==> src/common/fir_pkg.sv <==
// types and sizes shared by the symmetric FIR datapath
// every sum and product wraps at SAMPLE_W bits and no growth bits are kept
// NUM_TAPS must stay even so that every tap has a mirrored partner
package fir_pkg;

	// sample, coefficient and arithmetic width
	localparam int SAMPLE_W = 18;

	typedef logic signed [SAMPLE_W-1:0] sample_t;

	// ************************************************
	// filter size
	// ************************************************
	localparam int NUM_TAPS = 42;

	// one coefficient per mirrored tap pair
	localparam int NUM_UNIQ = NUM_TAPS / 2;

	// levels needed to reduce NUM_UNIQ operands to one
	localparam int TREE_LEVELS = $clog2(NUM_UNIQ);

	// enabled edges from input capture to o_out
	// tap line plus pre-add and product registers plus one per tree level
	localparam int LATENCY = 1 + 2 + TREE_LEVELS;

	// ************************************************
	// vector types
	// ************************************************
	// index 0 holds the newest sample
	typedef sample_t [NUM_TAPS-1:0] tap_vec_t;

	// one product per unique coefficient
	typedef sample_t [NUM_UNIQ-1:0] prod_vec_t;

endpackage

==> src/fir/fir_adder_tree.sv <==
// registered adder tree reducing NUM_UNIQ products to one sum
// one register level per tree level, odd operands ride a pass register
// sums wrap at SAMPLE_W bits
`timescale 1ns/1ps

module fir_adder_tree (
	input  logic               clk,
	input  logic               reset,
	input  logic               i_clk_ena,
	input  fir_pkg::prod_vec_t i_products,
	output fir_pkg::sample_t   o_sum
);
	import fir_pkg::*;

	// operands entering a level, 21 11 6 3 2 1 for the default size
	function automatic int level_count(input int level);
		int n;
		n = NUM_UNIQ;
		for (int i = 0; i < level; i++) begin
			n = (n + 1) / 2;
		end
		return n;
	endfunction

	// first node of a level in the flat node array
	function automatic int level_base(input int level);
		int base;
		base = 0;
		for (int i = 0; i < level; i++) begin
			base += level_count(i);
		end
		return base;
	endfunction

	localparam int NODES = level_base(TREE_LEVELS + 1);

	// level 0 holds the MAC products, later levels hold tree registers
	sample_t node [NODES];

	for (genvar i = 0; i < NUM_UNIQ; i++) begin : g_leaf
		assign node[i] = i_products[i];
	end

	// ************************************************
	// tree levels
	// ************************************************
	for (genvar l = 0; l < TREE_LEVELS; l++) begin : g_level
		localparam int IN_N     = level_count(l);
		localparam int OUT_N    = level_count(l + 1);
		localparam int IN_BASE  = level_base(l);
		localparam int OUT_BASE = level_base(l + 1);

		for (genvar j = 0; j < OUT_N; j++) begin : g_node
			if (2 * j + 1 < IN_N) begin : g_add
				always_ff @(posedge clk or posedge reset) begin
					if (reset) begin
						node[OUT_BASE + j] <= '0;
					end else if (i_clk_ena) begin
						node[OUT_BASE + j] <= node[IN_BASE + 2 * j] +
							node[IN_BASE + 2 * j + 1];
					end
				end
			end else begin : g_pass
				// last operand of an odd level, delayed to stay in step
				always_ff @(posedge clk or posedge reset) begin
					if (reset) begin
						node[OUT_BASE + j] <= '0;
					end else if (i_clk_ena) begin
						node[OUT_BASE + j] <= node[IN_BASE + 2 * j];
					end
				end
			end
		end
	end

	// root of the tree
	assign o_sum = node[NODES-1];

endmodule

==> config.mk <==
export PLATFORM = sky130hd
export DESIGN_NAME = fir_adder_tree
export DESIGN_NICKNAME = d
export VERILOG_FILES = /design/src/common/fir_pkg.sv /design/src/fir/fir_adder_tree.sv
export SDC_FILE = /design/constraint.sdc
export NUM_CORES = 2
export LEC_CHECK = 0
export ABC_AREA = 1
export BUFFER_PORTS_ARGS = -buffer_cell sky130_fd_sc_hd__buf_2
export CAP_MARGIN = 10
export CORE_ASPECT_RATIO = 0.5
export CORE_MARGIN = 3
export CORE_UTILIZATION = 65
export DETAILED_ROUTE_END_ITERATION = 10
export PLACE_DENSITY_LB_ADDON = 0.1
export SLEW_MARGIN = 20
export SYNTH_ARGS = -nofsm -noshare
export SYNTH_HDL_FRONTEND = slang
export SYNTH_SLANG_ARGS = --single-unit
==> constraint.sdc <==
create_clock -name clk -period 30.1 [get_ports clk]
set_input_delay 3.01 -clock clk [delete_from_list [all_inputs] [get_ports clk]]
set_output_delay 3.01 -clock clk [all_outputs]
set_load 0.005 [all_outputs]
======== Yosys cells after proc, flatten, opt, wreduce, memory -nomap -nowiden ========
Cells that the tools add are included.
word-level totals
  bits of input ports ..................... 381
  logic and storage cells ................. 43
  register bits after elaboration ......... 414
  output and inout bits ................... 18
cells by class
  add/subtract/negate cells ............... 20
operators with widths
  cell            count
  $add 18x18->18  20

======== Longest topological paths before layout ========
  depth in word-level cells ............... 1
  depth in mapped cells ................... 13
  depth with buffers taken out ............ 13

======== Worst setup path before layout ========
Ideal clock, no wire load.
  path kind ............................... input -> register
  from .................................... in i_products[180] (netlist bit)
  to ...................................... reg node[322] (netlist bit)
  setup time .............................. 0.117 ns
  required time ........................... 29.983 ns
  stages .................................. 11
  path slack .............................. 25.697 ns
  path buffers ............................ 0
  arrival ................................. 4.286 ns
  cells stage by stage .................... ha_1 > inv_1 > fa_1 > o21ai_2 > nand2_1 > nand2_1 > nand2_1 > nand2_1 > nand2_1 > nand3_1 > nand2_1
on the way
  longest elaborated chain between the ends .. 1
RTL lines
  what                             line                  RTL
  from (decl)                      fir_adder_tree.sv:10  input fir_pkg::prod_vec_t i_products,
  $add 18x18->18                   fir_adder_tree.sv:59  node[OUT_BASE + j] <= node[IN_BASE + 2 * j] +
  to (signal, indexed assignment)  fir_adder_tree.sv:59
  to (decl)                        fir_adder_tree.sv:38  sample_t node [NODES];
No other way between the ends.
A chain may end at the register's enable or synchronous reset.

==> results by stage <==
Run status:
- The flow ran to the end, and the final reports show no timing, DRC or antenna violations.

Route:
- The count of unresolved DRC violations after routing is 0.
- The starting DRC count in detailed routing is 2672.
- The number of routed nets with antenna violations is 0.
- The via density per instance is around 5.5.
- The routed wire length per instance is 14.4 um.
- The first TritonRoute pass finished after 5 iterations.
- The final wirelength is a little under 90000 um.
- Summing over every cut layer, the via total after detailed routing is approximately 33000.

Pwr:
- In this run the static leakage power is roughly 21 nW.
- The total net switching power is about 1.3 mW.
- Net switching is around 45% of the power.
- Combinational logic is responsible for about half of the overall power.
- The internal power of the cells totals between 1.5 and 2 mW.
- For this design the ratio of total power to cell area is approximately 75 mW/mm2.
- The worst-case IR drop observed on VDD is 0.0501 mV.
- Of the total power, registers draw 30.7%.
- Power comes to roughly 2.8 mW.
- The clock group share of total power is 18.3%.

Timing:
- The share of the clock period used by the worst path after layout is 18.9%.
- The largest clock skew in the final design is 0.0139 ns.
- The final hold slack is approximately 0.47 ns.
- The final period demand of the worst path is 5.68 ns.
- For the pin with the worst max-slew slack, the measured transition is approximately 1 ns.
- The count of final hold-check violations is 0.
- The number of slew-limit violations in the final report is 0.
- The sum of negative setup slack is 0 ns.
- Setup repair after global routing left no endpoint under its margin.
- Timing would allow up to between 150 and 200 MHz.
- Setup violations remaining at the end of the flow were counted as 0.
- Headroom to the max-slew limit came out at about 33%.

Floorplan:
- The die covers about 0.056 mm2.
- The die is approximately 330 um wide.
- 399 I/O pins were placed.
- The row count is a little under 60.
- The total core area is ~0.051 mm2.
- The floorplan step set the die height to 168 um.
- For this configuration, the core starts out at a cell density of approximately two thirds.

Clocking:
- The number of H-tree levels is 2.
- The number of buffers inserted to repair setup after CTS is 0.
- TritonCTS built the clock tree.
- The number of buffers on the longest clock path is 3.
- The TritonCTS buffer count is 40.
- Clock tree synthesis found a total of 414 sinks.
- The root buffer cell chosen for the clock tree is clkbuf_16.
- The register clock-pin slew on the reported worst setup and hold paths is around 0.070 ns.
- The post-CTS resize count is 0.
- The clock reaches the later pin of the worst-skew pair after ~0.56 ns.
- In this run, post-CTS hold repair placed 0 buffers.

Synth:
- The average size of a mapped cell is approximately 6.7 um2.
- Synthesis produced a netlist with a net count of approximately 5800.
- After synthesis, flip-flops and latches occupy a little under a third of the total area.
- The Yosys step of the flow raised 0 warnings.
- The summed instance area of the synthesized netlist is between 0.03 and 0.04 mm2.
- The cell count after synthesis came out at 5085.
- The synthesized netlist contains 32 unique library cells.
- The synthesized flop and latch total is 414.

Placed design:
- Detailed placement ended at an HPWL of 69200 um.
- Port buffering added just under 400 buffers.
- Counting tap cells, the placed design contains a total of slightly above 6000 instances.
- The congestion estimate from routability-driven global placement came to 0.961.

Worst setup path:
- The critical path launch point type is an input pin.
- The worst setup path is captured at an asynchronous set/reset pin.
- The worst endpoint data arrival time is roughly 6.2 ns.
- The data required time at the worst endpoint is roughly 30 ns.
- The critical path in this run is classified as input pin to asynchronous set/reset pin.
- The maximum net fanout on the critical path is 141.

Global routing:
- After global routing the overflow that remains totals 0.
- The number of antenna violations at the first check in global routing is 0.
- The via count of the first global-routing pass is approximately 31000.
- The global router's overall resource usage is approximately a third.
- The wire length of the first global-routing pass is between 100000 and 150000 um.
- The largest net degree at the start of global routing is around 240.

Finish:
- Cells fill 74.1% of the core in the end.
- The repair_antennas step left the layout with diodes totalling 0.
- Leaving out fill and tap cells, the most frequent cells in the layout are nand2_1, inv_1, dfrtp_1.
- Leaving out fill and tap cells, the most frequent cell in the layout is nand2_1.
- The final non-filler cell total is 6142.
- In the final design database the tool counted 6166 nets.
- The relative area change from synthesis to final layout is 10.7%.
- Of the cells placed in the final design, the portion with a size suffix greater than 1 is about a tenth.

Min path:
- The tightest min-delay check is of the flop to flop type.

Flow run:
- The number of max-capacitance violations reported is 0.
==> metrics by stage <==
step	setup slack, ns	instance area, um2
after global placement	23.76	36500
after CTS	24.23	37800
after floorplan	15.57	34200
after detailed placement	23.66	36500
after global routing	23.84	37800
final	24.42	37800
==> area by class of cell <==
| cell class | count | area (um2) |
|---|---|---|
| flip-flops and latches | 414 | 10400 |
| fillers | 4251 | 13300 |
| clock buffers | 51 | 1090 |
| clock inverters | 18 | 206 |
| inverters | 598 | 2270 |
| multi-input cells | 3964 | 21000 |
| well taps | 690 | 863 |
| repair buffers | 407 | 2070 |
==> registers in the layout (all words and copies together) (netlist names) <==
| signal | count |
|---|---|
| node | 396 |
| o_sum | 18 |
==> power groups by stage <==
stage               Sequential, mW  Clock (mW)  Combinational [mW]
floorplan                    0.806           0                1.11
global placement             0.867           0                1.37
detailed placement           0.869           0                1.41
CTS                          0.862       0.521                1.42
global route                 0.880       0.546                1.65
finish                       0.868       0.516                1.44
==> synth_stat cells <==
cell / number / area share [%]
nand2_1: 1999 / 22
inv_1: 597 / 6.6
dfrtp_1: 414 / 30
nand3_1: 362 / 5.3
ha_1: 340 / 12
a21oi_1: 293 / 4.3
nor2_1: 245 / 2.7
o21ai_0: 227 / 3.3
xnor2_1: 120 / 3.1
nand3b_1: 73 / 1.6
nor3_1: 60 / 0.88
o21ai_1: 52 / 0.76
buf_2: 50 / 0.73
and2_1: 29 / 0.53
buf_4: 29 / 0.64
xor2_1: 28 / 0.72
clkbuf_1: 24 / 0.26
a31oi_1: 20 / 0.37
fa_1: 20 / 1.2
o21ai_2: 20 / 0.51
a21o_1: 18 / 0.40
nand3_2: 16 / 0.47
a21oi_2: 10 / 0.26
o21bai_1: 10 / 0.22
nand4_1: 9 / 0.16
or2_1: 6 / 0.11
or2_2: 5 / 0.091
buf_6: 4 / 0.13
buf_1: 2 / 0.022
inv_4: 1 / 0.018
nand2_2: 1 / 0.018
o22ai_1: 1 / 0.018
==> critical path, cell delays in order <==
cell   delay [ns]
buf_2        0.13
inv_8        0.65
buf_4        0.60
buf_4        0.81
buf_4        0.86
==> per-layer routing <==
layer | wire (um) | global-route usage [%] | share of wire, %
met5 | 0 | 0 | 0
met4 | 955 | 4.89 | 1.1
met3 | 5530 | 3.28 | 6.3
met2 | 39600 | 50.6 | 45
met1 | 42300 | 46.8 | 48
==> logic make-up (layout without fill, tap and decap cells) <==
family / after synthesis / count (layout) / synth area share (%)
AOI/OAI and AO/OA: 651 / 651 / 10.1
buffers and inverters: 707 / 1074 / 8.36
xor gates and xnor gates: 148 / 148 / 3.79
and+or+nand+nor: 2805 / 2805 / 33.8
DFF: 414 / 414 / 30.3
adders and majority gates: 360 / 360 / 13.6
==> path summary, 6_finish.rpt <==
kind / startpoint / to / slack, ns / cells after the start
setup / recovery: reset / node[76] / 24.42 / 5
hold / removal: o_sum[0] / o_sum[0] / 0.47 / 2
setup reg to reg: node[72] / node[52] / 27.92 / 11
hold reg to reg: o_sum[0] / o_sum[0] / 0.47 / 2
max in group clk: i_clk_ena / node[329] / 24.56 / 5
min in group asynchronous: reset / node[224] / 2.67 / 2
(Power assumes the default switching activity.)
