### config.mk
export PLATFORM = sky130hd
export DESIGN_NAME = fir_symmetric_mac
export DESIGN_NICKNAME = d
export VERILOG_FILES = /design/src/common/fir_pkg.sv /design/src/common/fir_coeff_pkg.sv /design/src/fir/fir_symmetric_mac.sv
export SDC_FILE = /design/constraint.sdc
export NUM_CORES = 2
export LEC_CHECK = 0
export BUFFER_PORTS_ARGS = -buffer_cell sky130_fd_sc_hd__buf_2
export CELL_PAD_IN_SITES_DETAIL_PLACEMENT = 1
export CELL_PAD_IN_SITES_GLOBAL_PLACEMENT = 2
export CORE_MARGIN = 2
export CORE_UTILIZATION = 33
export DETAILED_ROUTE_END_ITERATION = 10
export PLACE_DENSITY = 0.77
export REMOVE_ABC_BUFFERS = 1
export SYNTH_ARGS = -nofsm -noshare
export SYNTH_HDL_FRONTEND = slang
export SYNTH_SLANG_ARGS = --single-unit
### constraint.sdc
create_clock -name clk -period 21.7 [get_ports clk]
set_input_delay 4.34 -clock clk [delete_from_list [all_inputs] [get_ports clk]]
set_output_delay 4.34 -clock clk [all_outputs]
set_load 0.005 [all_outputs]
### src/common/fir_pkg.sv
// types and sizes shared by the symmetric FIR datapath
// every sum and product wraps at SAMPLE_W bits and no growth bits are kept
// NUM_TAPS must stay even so that every tap has a mirrored partner
package fir_pkg;

	// sample, coefficient and arithmetic width
	localparam int SAMPLE_W = 18;

	typedef logic signed [SAMPLE_W-1:0] sample_t;

	// ************************************************
	// filter size
	// ************************************************
	localparam int NUM_TAPS = 42;

	// one coefficient per mirrored tap pair
	localparam int NUM_UNIQ = NUM_TAPS / 2;

	// levels needed to reduce NUM_UNIQ operands to one
	localparam int TREE_LEVELS = $clog2(NUM_UNIQ);

	// enabled edges from input capture to o_out
	// tap line plus pre-add and product registers plus one per tree level
	localparam int LATENCY = 1 + 2 + TREE_LEVELS;

	// ************************************************
	// vector types
	// ************************************************
	// index 0 holds the newest sample
	typedef sample_t [NUM_TAPS-1:0] tap_vec_t;

	// one product per unique coefficient
	typedef sample_t [NUM_UNIQ-1:0] prod_vec_t;

endpackage

### src/common/fir_coeff_pkg.sv
// fixed low-pass coefficient set for the 42-tap symmetric FIR
// only the first half is stored, the second half mirrors it
// entry k scales the sum of tap k and tap NUM_TAPS-1-k
package fir_coeff_pkg;

	// ************************************************
	// unique coefficients, outer pair first
	// ************************************************
	localparam fir_pkg::sample_t COEFFS [fir_pkg::NUM_UNIQ] = '{
		18'sd88,
		18'sd0,
		-18'sd97,
		-18'sd197,
		-18'sd294,
		-18'sd380,
		-18'sd447,
		-18'sd490,
		// negative lobe bottoms out here
		-18'sd504,
		-18'sd481,
		-18'sd420,
		-18'sd319,
		-18'sd178,
		18'sd0,
		18'sd212,
		18'sd451,
		18'sd710,
		18'sd980,
		18'sd1252,
		18'sd1514,
		// centre pair, taps 20 and 21
		18'sd1756
	};

endpackage

### src/fir/fir_symmetric_mac.sv
// pre-adds mirrored taps and scales each pair by its coefficient
// two register stages, both wrapping at SAMPLE_W bits
// relies on the coefficient set being symmetric about the centre
`timescale 1ns/1ps

module fir_symmetric_mac (
	input  logic               clk,
	input  logic               reset,
	input  logic               i_clk_ena,
	input  fir_pkg::tap_vec_t  i_taps,
	output fir_pkg::prod_vec_t o_products
);
	import fir_pkg::*;
	import fir_coeff_pkg::*;

	prod_vec_t pre_sum_q;
	prod_vec_t product_q;

	// ************************************************
	// stage 1 pre-add of mirrored taps
	// ************************************************
	always_ff @(posedge clk or posedge reset) begin
		if (reset) begin
			pre_sum_q <= '0;
		end else if (i_clk_ena) begin
			for (int k = 0; k < NUM_UNIQ; k++) begin
				// tap k pairs with tap NUM_TAPS-1-k
				pre_sum_q[k] <= i_taps[k] + i_taps[NUM_TAPS-1-k];
			end
		end
	end

	// ************************************************
	// stage 2 coefficient multiply
	// ************************************************
	always_ff @(posedge clk or posedge reset) begin
		if (reset) begin
			product_q <= '0;
		end else if (i_clk_ena) begin
			for (int k = 0; k < NUM_UNIQ; k++) begin
				// low SAMPLE_W bits of the product only
				product_q[k] <= pre_sum_q[k] * COEFFS[k];
			end
		end
	end

	assign o_products = product_q;

endmodule

Word-level counts from Yosys, hierarchy flattened
Cells that the tools add are included.
{ "word_totals": {"reg_bits": 661, "latch_bits": 0, "ramBits": 0, "rom_bits": 0, "mem_count": 0} }
{ "classes": {"add_sub_neg": 19, "n_mul": 19, "div_mod_pow": 0, "order_cmp": 0, "n_eq_ne": 0, "shifts": 0, "mux": 0, "bitwise": 0, "n_reduce_logical": 0} }
{ "ops": {"columns": ["operator", "count"], "rows": [
  ["18-bit adder", 19],
  ["18-bit by 10-bit multiplier with 18-bit output, second input constant", 4],
  ["18-bit by 10-bit multiplier with 16-bit output, second input constant", 2],
  ["18-bit by 8-bit multiplier with 16-bit output, second input constant", 2],
  ["18-bit by 9-bit multiplier with 17-bit output, second input constant", 2],
  ["18-bit by 10-bit multiplier with 17-bit output, second input constant", 1],
  ["18-bit by 11-bit multiplier with 17-bit output, second input constant", 1],
  ["18-bit by 5-bit multiplier with 15-bit output, second input constant", 1],
  ["18-bit by 7-bit multiplier with 15-bit output, second input constant", 1],
  ["18-bit by 7-bit multiplier with 16-bit output, second input constant", 1],
  ["18-bit by 8-bit multiplier with 17-bit output, second input constant", 1],
  ["18-bit by 8-bit multiplier with 18-bit output, second input constant", 1],
  ["18-bit by 9-bit multiplier with 16-bit output, second input constant", 1],
  ["18-bit by 9-bit multiplier with 18-bit output, second input constant", 1]
]} }

Logic depth before layout (Yosys ltp)
{ "logic_depth": {"ltp_word": 1, "mapped_depth": 19, "ltp_nobuf": 19} }

Worst setup path before layout
OpenSTA, ideal clock, no wires.
{ "synth_path": {"path_type": "in2reg", "from": "in i_taps[288] (netlist bit)", "to": "reg pre_sum_q[304] (netlist bit)", "setup_ps": 125, "arrival_ps": 6397, "t_required_ps": 21575, "path_slack_ps": 15178, "path_stages": 11, "n_path_buf": 0, "path_cell_list": "ha_1 inv_1 fa_1 nor2b_1 o31a_1 nor2_1 o31ai_1 nand3_1 a32oi_1 xnor2_1 mux2_2"} }
{ "synth_between": {"elab_chain_len": 1} }
{ "synth_lines": {"columns": ["element", "line_no", "text"], "rows": [
  ["from (decl)", "fir_symmetric_mac.sv:10", "input fir_pkg::tap_vec_t i_taps,"],
  ["18-bit adder", "fir_symmetric_mac.sv:28", "pre_sum_q[k] <= i_taps[k] + i_taps[NUM_TAPS-1-k];"],
  ["to (signal, indexed assignment)", "fir_symmetric_mac.sv:28", null],
  ["to (decl)", "fir_symmetric_mac.sv:16", "prod_vec_t pre_sum_q;"]
]} }
No other way between the ends.
A chain may end at the register's enable or synchronous reset.

==> flow_metrics.env <==
export IMPL_async_flop_share_pct=100
export IMPL_yosys_warnings=0
export IMPL_cts_repair_resized=0
export IMPL_grt_overflow_total=0
export IMPL_die_h_um=461
export IMPL_finalMaxSlewViolations=0
export IMPL_antenna_found_initial=33
export IMPL_synth_area_leader_cell="dfrtp_1"
export IMPL_synthTopCellsByArea="dfrtp_1, ha_1, fa_1"
export IMPL_synth_seq_area_share_pct=23.1
export IMPL_hold_viol=0
export IMPL_place_gp_congestion=0.873
export IMPL_synth_top_family_by_area="adder cells"
export IMPL_drive_gt1_share_pct=18.5
export IMPL_crit_path_start="i_clk_ena"
export IMPL_grt_pass1_vias=57822
export IMPL_first_pass_iters=5
export IMPL_max_stage_delay_ns=0.82
export IMPL_crit_top_cell="buf_4"
export IMPL_whs_ns=0.480
export IMPL_cts_hold_buf=0
export IMPL_synth_common_cells="inv_1, ha_1, dfrtp_1"
export IMPL_worst_pin_slew_ns=1.00
export IMPL_outcome="complete, no violations"
export IMPL_worstSetupPathType="in2reg"
export IMPL_min_delay_start="o_products[63]"
export IMPL_clk_latency_ns=0.72
export IMPL_cp_start_kind="primary input"
export IMPL_ant_nets=0
export IMPL_start_util_pct=33.3
export IMPL_syn_to_final_growth_pct=15.9
export IMPL_path_cells="buf_8 > buf_4 > buf_4 > buf_12 > buf_4 > nand2_1 > o31ai_1 > a21oi_1 > o311ai_0"
export IMPL_critPathCaptureType="flip-flop"
export IMPL_root_buffer="clkbuf_16"
export IMPL_cp_required_ns=22.29
export IMPL_grt_setup_unrepaired="no"
export IMPL_synthFlopType="dfrtp_1"
export IMPL_tns_ns=0
export IMPL_place_hpwl_mm=175
export IMPL_max_slew_margin_pct=33.4
export IMPL_port_buffers=959
export IMPL_htree_levels=3
export IMPL_skew_ns=0.0231
export IMPL_cap_violations=0
export IMPL_cts_sinks=638
export IMPL_cts_tree="yes"
export IMPL_post_cts_buffers=0
export IMPL_die_area_um2=213000
export IMPL_drc=0
export IMPL_syn_cell_area_um2=69000
export IMPL_drt_iter0_drc=1777
export IMPL_yosys_area_top_type_share_pct=23.1
export IMPL_io_pins=1137
export IMPL_crit_slowest_cell="buf_4"
export IMPL_hp_class="reg2reg"
export IMPL_synthSimpleGateAreaFrac_pct=6.52
export IMPL_cts_reportedPaths_clkPinSlew_ns=0.06
export IMPL_final_nets=10462
export IMPL_muxShareOfSynthArea_pct=6.02
export IMPL_viasPerCell=4.81
export IMPL_arrival_ns=8.33
export IMPL_finalCriticalPeriod_ns=7.74
export IMPL_synth_cells=7033
export IMPL_reg2reg_from="pre_sum_q[347]"
export IMPL_rows=167
export IMPL_fmax_mhz=129
export IMPL_grt_pass1_wl_mm=325
export IMPL_yosys_register_bits=638
export IMPL_wire_per_inst_um=19.0
export IMPL_grt_max_degree=132
export IMPL_synth_most_common_cell="inv_1"
export IMPL_vias=52304
export IMPL_grt_use_total_pct=19.4
export IMPL_clockBufferDepth=3
export IMPL_synthAdderAreaFrac_pct=36.9
export IMPL_wl_mm=207
export IMPL_fp_coreArea_um2=207000
export IMPL_synth_distinct_cells=86
export IMPL_cts_buffers=89
export IMPL_setup_violations=0
export IMPL_avgSynthCellArea_um2=9.81
export IMPL_synth_xor_area_share_pct=7.23
export IMPL_dp_cells=10694
export IMPL_die_x_um=461
export IMPL_synth_compound_area_share_pct=11.8
export IMPL_period_share_pct=35.7
export IMPL_crit_fanout=131
export IMPL_fin_cells=10871
export IMPL_synth_edf_count=0
-- flip-flops by register name (all words and copies together), names as in the netlist --
register    flops
o_products    319
pre_sum_q     319
-- critical path: cells and delay by family --
family                 cells  cell delay (ns)
AOI/OAI and AO/OA          3             0.44
buffers and inverters      5             3.10
and+or+nand+nor            1             0.16
-- cells by family (layout without fill, tap and decap cells) --
kind of cell,after synthesis,in the layout
flip-flops,638,638
adder cells (fa/ha/maj),1706,1706
other,1,74
AND/OR/NAND/NOR,968,968
buffers and inverters,1488,2465
XOR/XNOR,570,570
multiplexers,374,374
AO/OA/AOI/OAI,1288,1288
-- cell type report --
class                           count  area [um^2]
Timing Repair Buffer              980         4990
Clock inverter                     37          462
Tap cell                         2788         3490
Sequential cell                   638        16000
Fill cell                       23913       127000
Multi-Input combinational cell   4965        47500
Inverter                         1323         4980
Clock buffer                      125         2630
Antenna cell                       15         37.5
-- layer usage --
layer	global-route usage, %	vias to the layer above	wire [um]
met5	0	-	104
li1	-	25232	-
met2	34.7	804	103000
met3	3.74	242	10200
met4	7.60	16	8070
met1	22.8	26010	85000
-- path summary, 6_finish.rpt --
kind | to | slack [ns] | cells past startpoint
min | o_products[63] | 0.48 | 1
max in group asynchronous | pre_sum_q[79] | 14.91 | 5
max | pre_sum_q[116] | 13.96 | 9
min in group asynchronous | o_products[184] | 3.71 | 2
min reg2reg | o_products[63] | 0.48 | 1
max reg2reg | o_products[358] | 16.57 | 18
-- per-stage QoR --
stage	util [%]	worst slack (ns)	area (um^2)
finish	38.6	13.96	80000
global route	38.6	13.54	80000
CTS	38.6	13.86	80000
detailed placement	37.1	13.10	76900
global placement	37.1	13.16	76900
floorplan	-	-0.512	68400
-- placed cells by master (no fill, tap or decap), drive strengths merged, types with 20 or more instances in the layout --
cell type,instances
inv,1327
ha,1156
buf,980
dfrtp,638
fa,550
xnor2,459
a21oi,369
o21ai,328
mux2,326
nor2,318
nand2,277
a21o,140
clkbuf,125
xor2,111
o21a,89
nor3,64
nor2b,61
nand3,59
conb,59
nand2b,57
a211oi,50
mux2i,48
o21bai,45
a31oi,42
o31ai,37
o211ai,31
or3,27
and3,23
clkinv,20
Power is not shown: default switching activity piles up to over one toggle a cycle in this logic, so the estimate is an artifact.
