### src/common/fir_pkg.sv
// types and sizes shared by the symmetric FIR datapath
// every sum and product wraps at SAMPLE_W bits and no growth bits are kept
// NUM_TAPS must stay even so that every tap has a mirrored partner
package fir_pkg;

	// sample, coefficient and arithmetic width
	localparam int SAMPLE_W = 18;

	typedef logic signed [SAMPLE_W-1:0] sample_t;

	// ************************************************
	// filter size
	// ************************************************
	localparam int NUM_TAPS = 42;

	// one coefficient per mirrored tap pair
	localparam int NUM_UNIQ = NUM_TAPS / 2;

	// levels needed to reduce NUM_UNIQ operands to one
	localparam int TREE_LEVELS = $clog2(NUM_UNIQ);

	// enabled edges from input capture to o_out
	// tap line plus pre-add and product registers plus one per tree level
	localparam int LATENCY = 1 + 2 + TREE_LEVELS;

	// ************************************************
	// vector types
	// ************************************************
	// index 0 holds the newest sample
	typedef sample_t [NUM_TAPS-1:0] tap_vec_t;

	// one product per unique coefficient
	typedef sample_t [NUM_UNIQ-1:0] prod_vec_t;

endpackage

### src/fir/fir_tap_line.sv
// sample delay line of NUM_TAPS stages with every stage visible
// shifts on each enabled edge whether or not the sample is valid
// i_clk_ena low freezes all stages
`timescale 1ns/1ps

module fir_tap_line (
	input  logic              clk,
	input  logic              reset,
	input  logic              i_clk_ena,
	input  fir_pkg::sample_t  i_sample,
	output fir_pkg::tap_vec_t o_taps
);
	import fir_pkg::*;

	// tap 0 is the newest sample
	tap_vec_t taps_q;

	// ************************************************
	// shift register
	// ************************************************
	always_ff @(posedge clk or posedge reset) begin
		if (reset) begin
			taps_q <= '0;
		end else if (i_clk_ena) begin
			// oldest sample drops off the far end
			taps_q <= {taps_q[NUM_TAPS-2:0], i_sample};
		end
	end

	// all taps go straight to the pre-adders
	assign o_taps = taps_q;

endmodule

### config.mk
export PLATFORM = sky130hd
export DESIGN_NAME = fir_tap_line
export DESIGN_NICKNAME = d
export VERILOG_FILES = /design/src/common/fir_pkg.sv /design/src/fir/fir_tap_line.sv
export SDC_FILE = /design/constraint.sdc
export NUM_CORES = 1
export LEC_CHECK = 0
export BUFFER_PORTS_ARGS = -buffer_cell sky130_fd_sc_hd__buf_2
export CAP_MARGIN = 5
export CORE_AREA = 2 2 305 307
export DETAILED_ROUTE_END_ITERATION = 6
export DIE_AREA = 0 0 307 309
export GPL_ROUTABILITY_DRIVEN = 1
export SETUP_SLACK_MARGIN = 0.2
export SYNTH_ARGS = -nofsm -noshare
export SYNTH_HDL_FRONTEND = slang
export SYNTH_SLANG_ARGS = --single-unit
### constraint.sdc
create_clock -name clk -period 34.9 [get_ports clk]
set_input_delay 1.745 -clock clk [delete_from_list [all_inputs] [get_ports clk]]
set_output_delay 1.745 -clock clk [all_outputs]
set_load 0.1 [all_outputs]
# After elaboration in Yosys (flattened, before gate mapping)

Index checks and enable logic that the tools add are counted.
W data, S select, Z words.

Register bits after elaboration: 756
Input port bits: 21
Logic and storage cells: 42

# Longest topological paths before layout

Gate-level depths: netlist of the first run.

Word-level depth: 0
Gate-level depth with buffers: 4
Depth with buffers taken out: 1

# Worst setup path before layout of the first run

OpenSTA, ideal clock, no wires.

Path type: register to output
Start point: reg taps_q, in the netlist o_taps[0]
End point: out o_taps[0] in the netlist's numbering
Arrival: 0.906 ns
Slack: 32.249 ns
Cell stages (with the launch flop): 1
Path buffers: 0
Cell sequence: dfrtp_1

RTL lines:

| what                   | line               | source |
|---|---|---|
| from (decl)            | fir_tap_line.sv:16 | `tap_vec_t taps_q;` |
| from (signal assigned) | fir_tap_line.sv:26 | `taps_q <= {taps_q[NUM_TAPS-2:0], i_sample};` |
| to (decl)              | fir_tap_line.sv:11 | `output fir_pkg::tap_vec_t o_taps` |

No word-level cell between the ends.

==> results.txt, run 1 <==
----------------------------------------------------
[Synth]
  Area of the mapped netlist ... 0.0284 mm^2
  Multiplexer fraction of the synthesized cell area ... 30.0%
  Library cell with the largest summed area after synthesis ... sky130_fd_sc_hd__dfrtp_1
  XOR/XNOR share of the synthesized area ... 0%
  Synthesized area divided by synthesized cell count ... 17.8 um^2
  Count of mapped cells out of synthesis ... 1,597
  Post-Synth Adder-Cell Area ... 0%
  Compound-cell area share of the yosys netlist ... 0%
  Yosys warnings ... 0
  Register area share after synthesis ... 66.7%
  Count of state elements after synthesis ... 756
  Largest family of logic cells by synthesized area ... multiplexers
  Fraction of the mapped netlist area in simple logic gates ... 0%
  Distinct cell type count of the synthesized netlist ... 5
  Yosys top cell area share ... 66.7%
  Syn nets ... 1,618
  Top post-synthesis cells by area ... sky130_fd_sc_hd__dfrtp_1, sky130_fd_sc_hd__mux2_2, sky130_fd_sc_hd__buf_6, sky130_fd_sc_hd__buf_2, sky130_fd_sc_hd__inv_1

[Floorplan]
  Initial cell density of the core ... 31.0%
  Std-Cell Core Area ... 0.0914 mm^2
  Total die area ... 0.0949 mm^2
  Chip width ... 307 um
  Die height ... 309 um
  Placement Rows ... 111
  I/O pin total ... 777

[Timing]
  Worst setup skew after layout ... 0.0154 ns
  Fin crit share ... 15.2%
  Worst-margin pin slew ... 1.17 ns
  RSZ-0062 raised after global routing ... false
  Post-Route Setup TNS ... 0 ns
  Achievable frequency ... 0.188 GHz
  Headroom to the max-slew limit ... 22.0%
  Max-slew violation count ... 0
  Number of hold violations in the final report ... 0
  Shortest clock period the worst path allows after layout ... 5.31 ns
  Number of setup violations in the final report ... 0

[Global route]
  Number of antenna violations at the first check in global routing ... 2
  Wire length of the first global-routing pass ... 115,000 um
  Overall fraction of global-route tracks in use ... 15.8%
  Largest net degree at the start of global routing ... 202
  Via count of the first global-routing pass ... 17.6k
  GR Overflow Total ... 0

[Critical path]
  Worst Path Max Fanout ... 125
  Worst setup EP type ... async pin
  Crit path max-delay cell type ... sky130_fd_sc_hd__buf_4
  Cells along the critical path ... buf_2, inv_8, buf_4, buf_4, buf_4, buf_4
  Dominant cell type by count on the critical path ... sky130_fd_sc_hd__buf_4
  Crit start category ... input pin
  Type of the worst setup path ... input pin to async pin
  Delay of the slowest cell on the worst path ... 0.87 ns
  Required time worst endpoint ... 35.57 ns
  Reg-to-reg startpoint ... o_taps[267]
  Crit Reg-Reg Endpoint ... o_taps[285]
  Capture point of the worst path ... o_taps[315]
  Critical Path Start ... reset
  Data arrival, critical path ... 5.98 ns
  Setup slack of the most critical reg-to-reg path ... 33.98 ns
  Cell depth of the worst flop-to-flop path ... 1

[Routing]
  Post-route DRC violation count ... 0
  Routed Antenna Nets ... 0
  Ratio of routed vias to standard cells ... 4.60
  Number of DRC markers after the initial detailed-route iteration ... 873
  Via Count ... 16.8k
  Detailed-router iteration count before antenna repair ... 4
  Routed wirelength normalized by instance count ... 21.3 um
  Wire length reported by the detailed router ... 77,800 um

[Clock network]
  Number of buffers added for setup after CTS ... 0
  Clk pin slew, worst setup/hold paths ... 0.06 ns
  CTS HTree Levels ... 3
  Total CTS buffers ... 85
  CTS Root Cell ... sky130_fd_sc_hd__clkbuf_16
  Clock network latency to the later pin of the worst-skew pair ... 0.64 ns
  Hold buffer count at CTS ... 0
  Number of resized instances in the post-cts repair step ... 0
  Clock sink count ... 756
  Clock tree from TritonCTS ... yes
  Clock tree buffer depth ... 3

[Min path]
  Type of the most critical hold path ... register to register
  Hold wc startpoint ... o_taps[752]

[Final layout]
  Count of filler cells inserted in the layout ... 8,617
  Max FFs per register ... 756
  Area growth, synth to finish ... 26.6%
  Final layout net count ... 2,413
  Sequential cell area ... 0.0189 mm^2
  Fraction of layout instances using a drive strength above 1 ... 68.8%
  Number of antenna repair diodes ... 0
  Multi-input combinational cell area ... 0.00851 mm^2

[Flow run]
  Max Cap Viol ... 0

[Place]
  Placer congestion estimate ... 0.878
  Buffers added on ports ... 776
  Placed wire-length estimate ... 57,100 um

[Outcome]
  Status ... complete, no violations

----------------------------------------------------
metrics by stage:
stage / hold WS (ns) / std cells / area [um^2] / setup slack (ns) / utilization [%]
2_1_floorplan: 1.19 / 1597 / 28400 / 11.94 / -
3_3_place_gp: 0.485 / 3491 / 33000 / 28.89 / 36.1
3_5_place_dp: 0.491 / 3491 / 33000 / 28.67 / 36.1
4_1_cts: 0.503 / 3645 / 35900 / 29.41 / 39.3
5_1_grt: 0.509 / 3645 / 35900 / 28.80 / 39.3
6_report: 0.500 / 3645 / 35900 / 29.59 / 39.3
cell usage after synthesis:
master,instances
sky130_fd_sc_hd__buf_6,83
sky130_fd_sc_hd__mux2_2,756
sky130_fd_sc_hd__buf_2,1
sky130_fd_sc_hd__inv_1,1
sky130_fd_sc_hd__dfrtp_1,756
placed cells by master (no fill, tap or decap), types with 3 or more instances in the layout:
cell	count
sky130_fd_sc_hd__clkbuf_1	12
sky130_fd_sc_hd__buf_4	15
sky130_fd_sc_hd__inv_6	5
sky130_fd_sc_hd__clkinv_4	3
sky130_fd_sc_hd__bufinv_16	8
sky130_fd_sc_hd__clkinv_2	10
sky130_fd_sc_hd__buf_2	775
sky130_fd_sc_hd__clkbuf_16	88
sky130_fd_sc_hd__mux2_2	756
sky130_fd_sc_hd__dfrtp_1	756
sky130_fd_sc_hd__clkinvlp_4	3
sky130_fd_sc_hd__clkbuf_8	23
critical path, delay by kind of cell:
family / cells / cell delay, ns
buffers and inverters: 6 / 3.94
how the worst min path moves through the flow:
stage	endpoint	slack [ns]	cells after the start
CTS	o_taps[752]	0.50	1
global route	o_taps[752]	0.51	1
detailed placement	o_taps[752]	0.49	1
finish	o_taps[752]	0.50	1
floorplan	o_taps[738]	1.19	1
global placement	o_taps[748]	0.49	1
layer usage:
| metal | vias to the layer above | global-route usage [%] | part of all wire, % |
|---|---|---|---|
| met1 | 8758 | 18.5 | 39 |
| met4 | 0 | 6.22 | 3.7 |
| met5 | - | 0 | 0 |
| li1 | 7291 | - | - |
| met2 | 560 | 27.3 | 51 |
| met3 | 154 | 4.77 | 6.8 |
cell type report:
class	count	area share, %
clock buffers	123	7.13
clock inverters	31	1.17
inverters	1	0.0313
multi-input cells	756	23.7
flip-flops and latches	756	52.6
well taps	1186	4.13
repair buffers	792	11.2
kinds of logic (layout without fill, tap and decap cells):
family,count (synthesis),count (layout)
mux,756,756
flops,756,756
buf+inv,85,947
Power of run 1 is left out: the tool's default activity adds up to more than one toggle a clock period on the data nets, which glitch-free logic cannot reach.
==> run 2: changes to the inputs <==
==> constraint.sdc (replaced) <==
create_clock -name clk -period 5.46 [get_ports clk]
set_input_delay 0.273 -clock clk [delete_from_list [all_inputs] [get_ports clk]]
set_output_delay 0.273 -clock clk [all_outputs]
set_load 0.1 [all_outputs]
==> run 2 against run 1 <==
  * Design area grew 0.52%
  * Global-route usage rose by 0.060 points
  * Critical path depth is 5 lower
==> results.txt, run 2 (synthesis gave the netlist of run 1 again) <==
----------------------------------------------------
[Outcome]
  Status ... complete, no violations

[Floorplan]
  Initial cell density of the core ... 31.0% (unchanged)
  Total die area ... 0.0949 mm^2 (unchanged)
  I/O pin total ... 777 (unchanged)
  Die height ... 309 um (unchanged)
  Chip width ... 307 um (unchanged)
  Placement Rows ... 111 (unchanged)
  Std-Cell Core Area ... 0.0914 mm^2 (unchanged)

[Global route]
  GR Overflow Total ... 0 (unchanged)
  Wire length of the first global-routing pass ... 115,000 um (about the same)
  Largest net degree at the start of global routing ... 167 (-17%)
  Number of antenna violations at the first check in global routing ... 3 (+1)
  Via count of the first global-routing pass ... 17.5k (-0.91%)
  Overall fraction of global-route tracks in use ... 15.9% (+0.060 points)

[Final layout]
  Final layout net count ... 2,442 (+1.2%)
  Fraction of layout instances using a drive strength above 1 ... 68.2% (-0.59 points)
  Count of filler cells inserted in the layout ... 8,551 (-0.77%)
  Leading cell type in the layout, fill and taps excluded ... sky130_fd_sc_hd__buf_2
  Max FFs per register ... 756 (unchanged)
  Final standard cell utilization of the core ... 39.5% (+0.20 points)
  Area growth, synth to finish ... 27.3%
  Commonest non-fill, non-tap cells in the layout ... sky130_fd_sc_hd__buf_2, sky130_fd_sc_hd__mux2_2, sky130_fd_sc_hd__dfrtp_1

[Clock network]
  Total CTS buffers ... 85 (unchanged)
  Clock network latency to the later pin of the worst-skew pair ... 0.64 ns (about the same)
  Clk pin slew, worst setup/hold paths ... 0.06 ns (about the same)
  CTS Root Cell ... sky130_fd_sc_hd__clkbuf_16
  Number of buffers added for setup after CTS ... 0 (unchanged)
  CTS HTree Levels ... 3 (unchanged)
  Clock tree from TritonCTS ... yes
  Clock tree buffer depth ... 3 (unchanged)
  Clock sink count ... 756 (unchanged)

[Timing]
  Shortest clock period the worst path allows after layout ... 2.00 ns
  Achievable frequency ... 0.501 GHz
  Number of setup violations in the final report ... 0 (unchanged)
  Worst-margin pin slew ... 1.07 ns (-0.0962 ns)
  Post-Route Setup TNS ... 0 ns (unchanged)
  Worst setup skew after layout ... 0.0151 ns (-0.000289 ns)
  Max-slew violation count ... 0 (unchanged)
  Headroom to the max-slew limit ... 28.4% (+6.4 points)
  Fin crit share ... 36.6%
  RSZ-0062 raised after global routing ... false
  PnR worst setup slack ... 3.46 ns (-26.13 ns)
  Number of hold violations in the final report ... 0 (unchanged)

[Critical path]
  Type of the worst setup path ... register to output pin
  Cell family with most CP delay ... flip-flops
  Data arrival, critical path ... 1.72 ns (-4.26 ns)
  Crit start category ... register
  Cells along the critical path ... buf_2
  Worst Path Max Fanout ... 4 (-97%)
  Crit path max-delay cell type ... sky130_fd_sc_hd__dfrtp_1
  Required time worst endpoint ... 5.19 ns (-30.38 ns)
  Worst setup EP type ... output pin
  Delay of the slowest cell on the worst path ... 0.57 ns (-0.30 ns)
  Sum of buffers and inverters on the critical path ... 1 (-5)

[Routing]
  Post-route DRC violation count ... 0 (unchanged)
  Via Count ... 16.9k (+0.57%)
  Routed Antenna Nets ... 0 (unchanged)
  Routed wirelength normalized by instance count ... 21.2 um (-0.51%)
  Wire length reported by the detailed router ... 78,100 um (+0.39%)
  Number of DRC markers after the initial detailed-route iteration ... 854 (-2.2%)
  Detailed-router iteration count before antenna repair ... 4 (unchanged)
  Ratio of routed vias to standard cells ... 4.58 (-0.34%)

[Flow run]
  Max Cap Viol ... 0 (unchanged)

[Min path]
  Type of the most critical hold path ... input pin to register

[Place]
  Buffers added on ports ... 776 (unchanged)
  Worst-case setup slack after placement ... 3.17 ns (-25.51 ns)
  Placed wire-length estimate ... 58,000 um (+1.5%)
  Placer congestion estimate ... 0.893 (+1.7%)

----------------------------------------------------
run 2: layout make-up:
| type | instances | area (um^2) | share of cell area, % |
|---|---|---|---|
| flip-flops and latches | 756 | 18900 | 52.4 |
| well taps | 1186 | 1480 | 4.11 |
| inverters | 1 | 7.51 | 0.0208 |
| clock inverters | 27 | 253 | 0.700 |
| clock buffers | 128 | 2560 | 7.09 |
| multi-input cells | 756 | 8510 | 23.6 |
| repair buffers | 821 | 4380 | 12.1 |
| diodes | 3 | 7.51 | 0.0208 |
run 2: stage by stage:
| stage | hold slack [ns] | cell area [um^2] | instances |
|---|---|---|---|
| after floorplan | 0.425 | 28400 | 1597 |
| after global placement | 0.470 | 33100 | 3501 |
| after detailed placement | 0.485 | 33100 | 3501 |
| after CTS | 0.289 | 36100 | 3675 |
| after global routing | 0.301 | 36100 | 3675 |
| final | 0.334 | 36100 | 3678 |
run 2: repair_timing:
item / in CTS / in global routing
hold buffers: 19 / 0
gates resized for setup: 0 / 0
endpoints found under the hold margin: 45 / 0
run 2: layer usage:
layer	vias up	track usage [%]	wire length (um)
li1	7371	-	-
met1	8794	18.5	30400
met2	558	27.6	39800
met3	135	4.60	5300
met4	0	6.22	2620
met5	-	0	0
run 2: path summary, 6_finish.rpt:
check,slack [ns],endpoint,cells past startpoint,from
setup / recovery,3.46,o_taps[268],1,o_taps[268]
hold / removal,0.33,o_taps[738],2,i_clk_ena
setup reg to reg,4.49,o_taps[286],1,o_taps[268]
hold reg to reg,0.51,o_taps[750],1,o_taps[750]
max in group asynchronous,3.60,o_taps[116],5,reset
min in group asynchronous,0.34,o_taps[628],3,reset
Power of run 2 is left out for the same reason.
